==> src/rtl/pq_defs.svh <==
`ifndef PQ_DEFS_SVH
`define PQ_DEFS_SVH

// Number of data nodes held in the queue
`define PQ_QUEUE_SIZE 8

// Width of every node value in bits
`define PQ_DATA_WIDTH 32

`endif

==> src/rtl/pq_pkg.sv <==
package pq_pkg;

  // Sequencer states
  typedef enum logic [1:0] {
    ST_IDLE    = 2'b00,
    ST_REPLACE = 2'b01,
    ST_EVEN    = 2'b10,
    ST_ODD     = 2'b11
  } pq_state_t;

  // Level parity that updates in the current cycle
  typedef enum logic [1:0] {
    PH_NONE = 2'b00,
    PH_EVEN = 2'b01,
    PH_ODD  = 2'b10
  } pq_phase_t;

endpackage

==> src/rtl/pq_tree_if.sv <==
`timescale 1ns/1ps

`include "pq_defs.svh"

interface pq_tree_if
  import pq_pkg::*;
#(
  parameter int DATA_WIDTH = `PQ_DATA_WIDTH
) ();

  logic                  load_root;
  logic [DATA_WIDTH-1:0] load_data;
  pq_phase_t             phase;
  logic                  swapped;

  modport seq_mp (
    output load_root,
    output load_data,
    output phase,
    input  swapped
  );

  modport tree_mp (
    input  load_root,
    input  load_data,
    input  phase,
    output swapped
  );

endinterface

==> src/rtl/heap_sequencer.sv <==
`timescale 1ns/1ps

`include "pq_defs.svh"

module heap_sequencer
  import pq_pkg::*;
#(
  parameter int DATA_WIDTH = `PQ_DATA_WIDTH
) (
  input  logic                  CLK,
  input  logic                  RSTn,
  input  logic                  i_replace,
  input  logic [DATA_WIDTH-1:0] i_data,
  output logic                  o_ready,
  pq_tree_if.seq_mp             seq_mp
);

  pq_state_t             state_q;
  pq_state_t             state_d;
  logic                  even_swapped_q;
  logic [DATA_WIDTH-1:0] replace_data_q;
  logic                  accept;

  assign o_ready = (state_q == ST_IDLE);
  assign accept  = o_ready && i_replace;

  // Next state
  always_comb begin
    state_d = state_q;
    case (state_q)
      ST_IDLE: begin
        if (i_replace) begin
          state_d = ST_REPLACE;
        end
      end
      ST_REPLACE: begin
        state_d = ST_EVEN;
      end
      ST_EVEN: begin
        state_d = ST_ODD;
      end
      ST_ODD: begin
        // Settled once both phases in a row left the tree untouched
        if (!seq_mp.swapped && !even_swapped_q) begin
          state_d = ST_IDLE;
        end else begin
          state_d = ST_EVEN;
        end
      end
      default: begin
        state_d = ST_IDLE;
      end
    endcase
  end

  always_ff @(posedge CLK or negedge RSTn) begin
    if (!RSTn) begin
      state_q        <= ST_IDLE;
      even_swapped_q <= 1'b0;
    end else begin
      state_q <= state_d;
      if (state_q == ST_EVEN) begin
        even_swapped_q <= seq_mp.swapped;
      end
    end
  end

  // Value held until the root-load cycle
  always_ff @(posedge CLK) begin
    if (accept) begin
      replace_data_q <= i_data;
    end
  end

  assign seq_mp.load_root = (state_q == ST_REPLACE);
  assign seq_mp.load_data = replace_data_q;

  always_comb begin
    case (state_q)
      ST_EVEN: seq_mp.phase = PH_EVEN;
      ST_ODD:  seq_mp.phase = PH_ODD;
      default: seq_mp.phase = PH_NONE;
    endcase
  end

endmodule

==> src/rtl/heap_tree.sv <==
`timescale 1ns/1ps

`include "pq_defs.svh"

module heap_tree
  import pq_pkg::*;
#(
  parameter int QUEUE_SIZE = `PQ_QUEUE_SIZE,
  parameter int DATA_WIDTH = `PQ_DATA_WIDTH
) (
  input  logic                  CLK,
  input  logic                  RSTn,
  pq_tree_if.tree_mp            tree_mp,
  output logic [DATA_WIDTH-1:0] o_root
);

  // Full binary tree large enough for QUEUE_SIZE data nodes
  localparam int TREE_DEPTH = $clog2(QUEUE_SIZE);
  localparam int NODE_COUNT = (1 << (TREE_DEPTH + 1)) - 1;
  localparam int COMP_COUNT = NODE_COUNT / 2;

  logic [DATA_WIDTH-1:0] node_q    [NODE_COUNT];

  // Comparator results, indexed by the parent node of each triplet
  logic [DATA_WIDTH-1:0] new_parent [COMP_COUNT];
  logic [DATA_WIDTH-1:0] new_left   [COMP_COUNT];
  logic [DATA_WIDTH-1:0] new_right  [COMP_COUNT];
  logic [COMP_COUNT-1:0] swap;

  // Swap flags split by parent level parity
  logic [COMP_COUNT-1:0] even_swap;
  logic [COMP_COUNT-1:0] odd_swap;

  for (genvar j = 0; j < COMP_COUNT; j++) begin : g_triplet
    localparam int LEVEL = $clog2(j + 2) - 1;

    node_comparator #(
      .DATA_WIDTH(DATA_WIDTH)
    ) i_node_comparator (
      .i_parent      (node_q[j]),
      .i_left_child  (node_q[2*j + 1]),
      .i_right_child (node_q[2*j + 2]),
      .o_parent      (new_parent[j]),
      .o_left_child  (new_left[j]),
      .o_right_child (new_right[j]),
      .o_swap        (swap[j])
    );

    assign even_swap[j] = (LEVEL % 2 == 0) ? swap[j] : 1'b0;
    assign odd_swap[j]  = (LEVEL % 2 == 1) ? swap[j] : 1'b0;
  end

  // Each node is written either by its own triplet or by the one above,
  // and those two triplets always sit on levels of opposite parity
  for (genvar n = 0; n < NODE_COUNT; n++) begin : g_node
    localparam int LEVEL = $clog2(n + 2) - 1;
    localparam logic [DATA_WIDTH-1:0] INIT_VALUE =
      (n < QUEUE_SIZE) ? DATA_WIDTH'((QUEUE_SIZE - n) * 10) : '0;
    localparam pq_phase_t OWN_PHASE = (LEVEL % 2 == 0) ? PH_EVEN : PH_ODD;
    localparam pq_phase_t UP_PHASE  = (LEVEL % 2 == 0) ? PH_ODD : PH_EVEN;

    logic [DATA_WIDTH-1:0] as_parent_value;
    logic [DATA_WIDTH-1:0] as_child_value;

    if (n < COMP_COUNT) begin : g_inner
      assign as_parent_value = new_parent[n];
    end else begin : g_leaf
      assign as_parent_value = node_q[n];
    end

    if (n == 0) begin : g_root
      assign as_child_value = node_q[n];
    end else if (n % 2 == 1) begin : g_left
      assign as_child_value = new_left[(n - 1) / 2];
    end else begin : g_right
      assign as_child_value = new_right[(n - 1) / 2];
    end

    always_ff @(posedge CLK or negedge RSTn) begin
      if (!RSTn) begin
        node_q[n] <= INIT_VALUE;
      end else if ((n == 0) && tree_mp.load_root) begin
        node_q[n] <= tree_mp.load_data;
      end else if (tree_mp.phase == OWN_PHASE) begin
        node_q[n] <= as_parent_value;
      end else if (tree_mp.phase == UP_PHASE) begin
        node_q[n] <= as_child_value;
      end
    end
  end

  // Only the triplets of the active phase count as a change
  always_comb begin
    case (tree_mp.phase)
      PH_EVEN: tree_mp.swapped = |even_swap;
      PH_ODD:  tree_mp.swapped = |odd_swap;
      default: tree_mp.swapped = 1'b0;
    endcase
  end

  assign o_root = node_q[0];

endmodule

==> src/rtl/node_comparator.sv <==
`timescale 1ns/1ps

`include "pq_defs.svh"

module node_comparator #(
  parameter int DATA_WIDTH = `PQ_DATA_WIDTH
) (
  input  logic [DATA_WIDTH-1:0] i_parent,
  input  logic [DATA_WIDTH-1:0] i_left_child,
  input  logic [DATA_WIDTH-1:0] i_right_child,
  output logic [DATA_WIDTH-1:0] o_parent,
  output logic [DATA_WIDTH-1:0] o_left_child,
  output logic [DATA_WIDTH-1:0] o_right_child,
  output logic                  o_swap
);

  always_comb begin
    o_parent      = i_parent;
    o_left_child  = i_left_child;
    o_right_child = i_right_child;
    o_swap        = 1'b0;

    // Parent already largest, ties keep it in place
    if ((i_parent >= i_left_child) && (i_parent >= i_right_child)) begin
      o_swap = 1'b0;
    end else if (i_left_child >= i_right_child) begin
      // Left wins ties against right
      o_parent     = i_left_child;
      o_left_child = i_parent;
      o_swap       = 1'b1;
    end else begin
      o_parent      = i_right_child;
      o_right_child = i_parent;
      o_swap        = 1'b1;
    end
  end

endmodule

==> src/rtl/priority_queue_top.sv <==
`timescale 1ns/1ps

`include "pq_defs.svh"

module priority_queue_top (
  input  logic                      CLK,
  input  logic                      RSTn,
  input  logic                      i_replace,
  input  logic [`PQ_DATA_WIDTH-1:0] i_data,
  output logic [`PQ_DATA_WIDTH-1:0] o_data,
  output logic                      o_ready
);

  // Control and swap status between sequencer and tree
  pq_tree_if #(
    .DATA_WIDTH(`PQ_DATA_WIDTH)
  ) tree_bus ();

  heap_sequencer #(
    .DATA_WIDTH(`PQ_DATA_WIDTH)
  ) i_heap_sequencer (
    .CLK       (CLK),
    .RSTn      (RSTn),
    .i_replace (i_replace),
    .i_data    (i_data),
    .o_ready   (o_ready),
    .seq_mp    (tree_bus.seq_mp)
  );

  // Root of the tree is the queue maximum
  heap_tree #(
    .QUEUE_SIZE(`PQ_QUEUE_SIZE),
    .DATA_WIDTH(`PQ_DATA_WIDTH)
  ) i_heap_tree (
    .CLK     (CLK),
    .RSTn    (RSTn),
    .tree_mp (tree_bus.tree_mp),
    .o_root  (o_data)
  );

endmodule

==> config.mk <==
export PLATFORM = sky130hd
export DESIGN_NAME = priority_queue_top
export DESIGN_NICKNAME = d
export VERILOG_FILES = /design/src/rtl/pq_pkg.sv /design/src/rtl/pq_tree_if.sv /design/src/rtl/heap_sequencer.sv /design/src/rtl/heap_tree.sv /design/src/rtl/node_comparator.sv /design/src/rtl/priority_queue_top.sv
export VERILOG_INCLUDE_DIRS = /design/src /design/src/rtl
export SDC_FILE = /design/constraint.sdc
export NUM_CORES = 2
export LEC_CHECK = 0
export BUFFER_PORTS_ARGS = -buffer_cell sky130_fd_sc_hd__buf_4
export CORE_UTILIZATION = 54
export DETAILED_ROUTE_END_ITERATION = 10
export HOLD_SLACK_MARGIN = 0.03
export MAX_ROUTING_LAYER = met4
export PLACE_DENSITY_LB_ADDON = 0.05
export SETUP_SLACK_MARGIN = 0.1
export SLEW_MARGIN = 20
export SYNTH_ARGS = -nofsm -noshare
export SYNTH_HDL_FRONTEND = slang
export SYNTH_SLANG_ARGS = --single-unit
==> constraint.sdc <==
create_clock -name CLK -period 3.4 [get_ports CLK]
set_input_delay 0 -clock CLK [delete_from_list [all_inputs] [get_ports CLK]]
set_output_delay 0 -clock CLK [all_outputs]
set_load 0.05 [all_outputs]
Word level (Yosys, flattened, before mapping)
Index checks and enable logic that the tools add are counted.
Word-level totals
  flip-flop bits (word level): 515
  input bits: 35
  output and inout bits: 33
Operators by class
  $lt $le $gt $ge: 21
  equal/unequal tests: 19
  mux-type cells: 52
  bitwise gates (word level): 9
  reductions and logical operators: 34
Operators with widths (count)
  2-to-1 mux 32 bit: 40
  greater-or-equal comparator 32 bit: 21
  AND reduction 4 bit: 14
  inequality test 2 bit (second input constant): 8
  inequality test 2 x 1 -> 1 bit (second input constant): 6
  nonzero test 2 bit: 5
  logical AND 1 bit: 9
  inverter 1 bit: 9
  one-hot mux 2 bit (4 select lines): 1
  2-to-1 mux 1 bit: 7
  equality test 2 bit (second input constant): 3
  OR reduction 5 bit: 1
  equality test 2 x 1 -> 1 bit (second input constant): 2
  2-to-1 mux 2 bit: 2
  one-hot mux 2 bit (2 select lines): 1
  logical NOT 1 bit: 2
  logical NOT 2 bit: 1
  one-hot mux 1 bit (2 select lines): 1
  AND reduction 2 bit: 1
  OR reduction 2 bit: 1

Depth between registers and ports, before layout
  word-level depth: 9
  gate-level depth with buffers: 13
  depth with buffers taken out: 11

Cells and area by module
From an unflattened synthesis, not the netlist that was laid out.
Second synthesis, totals
  cell total of the unflattened synthesis: 4757
  area total of the unflattened synthesis: 48642.9 sq um
Modules (own cells, without submodules)
  node_comparator (i_heap_tree.g_triplet[0].i_node_comparator ...): times used 6, cells an instance 440, area an instance 3926.3 sq um, sequential area each 0.0 sq um
  heap_tree: times used 1, cells an instance 1554, area an instance 20141.8 sq um, sequential area each 12039.0 sq um
  node_comparator (i_heap_tree.g_triplet[2].i_node_comparator): times used 1, cells an instance 518, area an instance 3839.9 sq um, sequential area each 0.0 sq um
  heap_sequencer: times used 1, cells an instance 45, area an instance 1103.6 sq um, sequential area each 1036.0 sq um

Least setup slack after synthesis
OpenSTA, ideal clock, no wires.
  path type: reg-to-reg
  from: register i_heap_tree.node_q, in the netlist i_heap_tree.o_root[25]
  to: register i_heap_tree.node_q[407] (netlist bit)
  library setup time: 0.083 ns
  arrival time: 3.124 ns
  data required time: 3.317 ns
  slack: 0.193 ns
  stages on the path, launching flop included: 12
  buffers on the path: 1
  clock period less this slack: 3.207 ns
  cells stage by stage: dfrtp_1 > ha_1 > and4_1 > a221oi_1 > a21oi_1 > a211o_1 > a31o_2 > o21ba_2 > o311ai_2 > clkbuf_1 > o21ai_0 > o22ai_1
On the way
  longest elaborated chain between the ends: 4
Ends and longest elaborated chain
  start: declaration: RTL line heap_tree.sv:22  | logic [DATA_WIDTH-1:0] node_q [NODE_COUNT];
  start signal: indexed assignment: RTL line heap_tree.sv:83  | node_q[n] <= tree_mp.load_data;
  start signal: indexed assignment: RTL line heap_tree.sv:85  | node_q[n] <= as_parent_value;
  start signal: indexed assignment: RTL line heap_tree.sv:87  | node_q[n] <= as_child_value;
  greater-or-equal comparator 32 bit: RTL line node_comparator.sv:24  | if ((i_parent >= i_left_child) && (i_parent >= i_right_child)) begin
  logical AND 1 bit (*): RTL line node_comparator.sv:24
  inequality test 2 x 1 -> 1 bit (no source line) (*)
  AND reduction 4 bit (no source line) (*)
Every way passes the cells marked *; elsewhere a longest branch is shown, timed or not.
A chain may end at the register's enable or synchronous reset.

Worst setup path in the final report
  from: register i_heap_tree.node_q[308] (netlist bit)
  to: register i_heap_tree.node_q[297] (netlist bit)
On the way
  longest elaborated chain between the ends: 4
Ends and longest elaborated chain (RTL line)
  greater-or-equal comparator 32 bit: node_comparator.sv:24
  logical AND 1 bit: node_comparator.sv:24
  inequality test 2 bit (no source line) or inequality test 2 x 1 -> 1 bit (tied branches)
  AND reduction 4 bit (no source line) (*)
Marked as above.

==> run_results.csv <==
group,metric,value,unit
sta,fin_skew,29.0,ps
place,place_ws,-206,ps
floorplan,core.rowCount,99,
synthesis,synth_fp_nets,4985,
job,cap_violations,0,
routing,ant_nets,0,
clock_network,htreeDepth,3,
place,gp_congestion,0.975,
sta,rsz0062_at_grt,"yes",
floorplan,start_util,54.5,%
cells_and_area,final_util,65.7,%
floorplan,die_area,0.0745,mm2
sta,max_freq,301,MHz
synthesis,synth_cells,4273,
sta,finalCritPeriodShare,97.9,%
worst_setup_path,cp_cell_sequence,"buf_4 > ha_1 > nand4_1 > or2_4 > or4_4 > or3_4 > o211ai_4 > buf_12 > a31oi_4 > buf_12 > clkbuf_16 > mux2i_1",
sta,fin_tns_setup,0,ps
cells_and_area,area_delta_synth_final,20.7,%
global_routing,grt_pass1_vias,33063,
synthesis,ys.flop_type,"dfrtp_1",
sta,max_slew_margin,31.3,%
worst_setup_path,start_kind,"flip-flop",
sta,fin_crit,3330,ps
floorplan,chipWidth,273,um
synthesis,ys_warn_count,0,
min_path,hold_class,"primary input to flip-flop",
worst_setup_path,reg2reg_to,"i_heap_tree.node_q[297]",
sta,setup_viol,0,
synthesis,ys_seq_area_share,33.0,%
worst_setup_path,path_common_cell,"buf_12",
cells_and_area,final_cell_mix,"ha_1, inv_1, dfrtp_1, buf_4, nand2_1",
global_routing,grt-ovfl-total,0,
worst_setup_path,criticalPathCategory,"flip-flop to flip-flop",
clock_network,ctsRootBufferMaster,"clkbuf_16",
routing,avgViaCountPerCell,6.10,
place,place.port_buffers,67,
clock_network,cts_buffers,66,
clock_network,clock_path_buffers,3,
worst_setup_path,critPathSlowestCell,"or4_4",
worst_setup_path,r2r_start,"i_heap_tree.node_q[308]",
floorplan,pin_count,68,
worst_setup_path,worstSetupEndpointType,"flip-flop",
worst_setup_path,rrSetupSlack,70,ps
worst_setup_path,crit_path_max_fanout,8,
synthesis,netlist_area,0.0397,mm2
global_routing,grt_pass1_wl,193,mm
worst_setup_path,crit_path_start,"i_heap_tree.node_q[308]",
global_routing,antenna_found_initial,1,
worst_setup_path,worstRegToRegCells,12,
routing,drt_iter0_drc,2809,
worst_setup_path,cp-endpoint,"i_heap_tree.node_q[297]",
clock_network,cts_sinks,515,
routing,routedWlPerCell,22.3,um
clock_network,tritoncts,"done",
cells_and_area,drive_above_1_share,17.7,%
synthesis,synth.distinct_cells,73,
global_routing,grt_usage,34.1,%
routing,drc_errors,0,
cells_and_area,final_common_cell,"ha_1",
routing,wl,127,mm
sta,setup_ws,73.1,ps
synthesis,async_reset_ff_share,93.8,%
floorplan,core,0.0728,mm2
place,dp_hpwl,91.9,mm
sta,drv_slew,0,
worst_setup_path,arrival,3810,ps
synthesis,syn_avg_cell_area,9.28,um2
worst_setup_path,max_stage_delay,520,ps
worst_setup_path,cp.required,3880,ps
clock_network,clkTransAtPathRegs,60,ps
sta,hold_violations,0,
synthesis,synth_edf_count,32,
routing,first_pass_iters,5,
status,status,"finished clean",
synthesis,synth-seq-cells,515,
sta,tightestPinTransition,1030,ps
global_routing,grt_max_degree,79,
routing,num_vias,34562,
cells_and_area,fin_nets,5373,
clock_network,clock_latency,620,ps
floorplan,fp.dieH,273,um
==> synth_stat cells (all sizes together), types with 32 or more instances <==
cell	instances	area (um2)
a21o	118	886
mux2	100	1240
o21ai	309	1550
o221ai	34	298
edfxtp	32	961
mux2i	287	2870
o22ai	34	213
a221oi	41	359
nand4	94	588
a211oi	34	260
inv	455	1710
nand3	76	380
buf	44	231
o311ai	37	332
a21oi	303	1520
a22oi	33	248
dfrtp	461	11500
clkbuf	142	533
nand2	344	1290
ha	677	8470
o31ai	101	763
nor2	179	672
nor3	86	440
==> kinds of logic after synthesis <==
kind of cell,count (synthesis),share of synthesized area [%]
AND/OR/NAND/NOR,887,10.4
adder cells (fa/ha/maj),677,21.4
multiplexers,387,10.4
buffers and inverters,641,6.23
AO/OA/AOI/OAI,1166,18.7
flip-flops,515,33.0
==> worst min path at each step <==
| stage | slack, ps | depth (start not counted) | to | startpoint |
|---|---|---|---|---|
| 3_5_place_dp | 70 | 1 | i_heap_tree.g_node[14].as_parent_value[26] | RSTn |
| 3_3_place_gp | 70 | 1 | i_heap_tree.node_q[282] | RSTn |
| 2_1_floorplan | -300 | 0 | i_heap_sequencer.even_swapped_q | RSTn |
| 6_report | 100 | 2 | i_heap_sequencer.seq_mp.load_data[4] | i_data[4] |
| 5_1_grt | 100 | 2 | i_heap_sequencer.seq_mp.load_data[7] | i_data[7] |
| 4_1_cts | 70 | 2 | i_heap_sequencer.seq_mp.load_data[15] | i_data[15] |
==> critical path: cells and delay by family (launching register included) <==
family	cells	cell delay [ps]
compound gates	2	390
fa+ha+maj	1	310
buf+inv	4	680
flops	1	390
mux	1	120
simple gates	4	1260
==> repair_timing <==
| item | in CTS | in global routing |
|---|---|---|
| pin swaps | 10 | 37 |
| gates cloned | 3 | 14 |
| hold buffers | 36 | 0 |
| setup buffers | 13 | 48 |
| endpoints found under the hold margin | 370 | 0 |
| endpoints found under the setup margin | 202 | 362 |
| resized for setup | 35 | 125 |
==> state kept, by name (all words and copies together) (netlist names) <==
signal and count:
i_heap_sequencer.even_swapped_q 1, i_heap_tree.o_root 32, i_heap_sequencer.seq_mp.load_data 32, i_heap_tree.node_q 192
i_heap_tree.g_node.as_parent_value 256, i_heap_sequencer.state_q 2
==> per-stage QoR <==
step                      cells  hold slack, ps  area (um2)
after floorplan            4273            -296       39700
after global placement     5438            74.9       43800
after detailed placement   5438            74.8       43800
after CTS                  5604            74.4       46600
after global routing       5667             104       47900
final                      5667            99.3       47900
==> layer usage <==
metal,vias up,GRT usage [%],wire length (um)
met4,0,9.81,3650
met2,1073,51.2,55300
met3,223,3.44,7530
li1,16486,-,-
met1,16780,48.5,60200
met5,-,-,0
==> cell type report <==
type / count / area [um2]
Sequential cell: 515 / 13100
Clock inverter: 23 / 278
Tap cell: 959 / 1200
Clock buffer: 91 / 1860
Fill cell: 6006 / 24900
Multi-Input combinational cell: 3117 / 25000
Antenna cell: 1 / 2.50
Timing Repair Buffer: 506 / 4780
Inverter: 455 / 1710
Power is left out: the tool's default activity adds up to more than one toggle a clock period on the data nets, which glitch-free logic cannot reach.
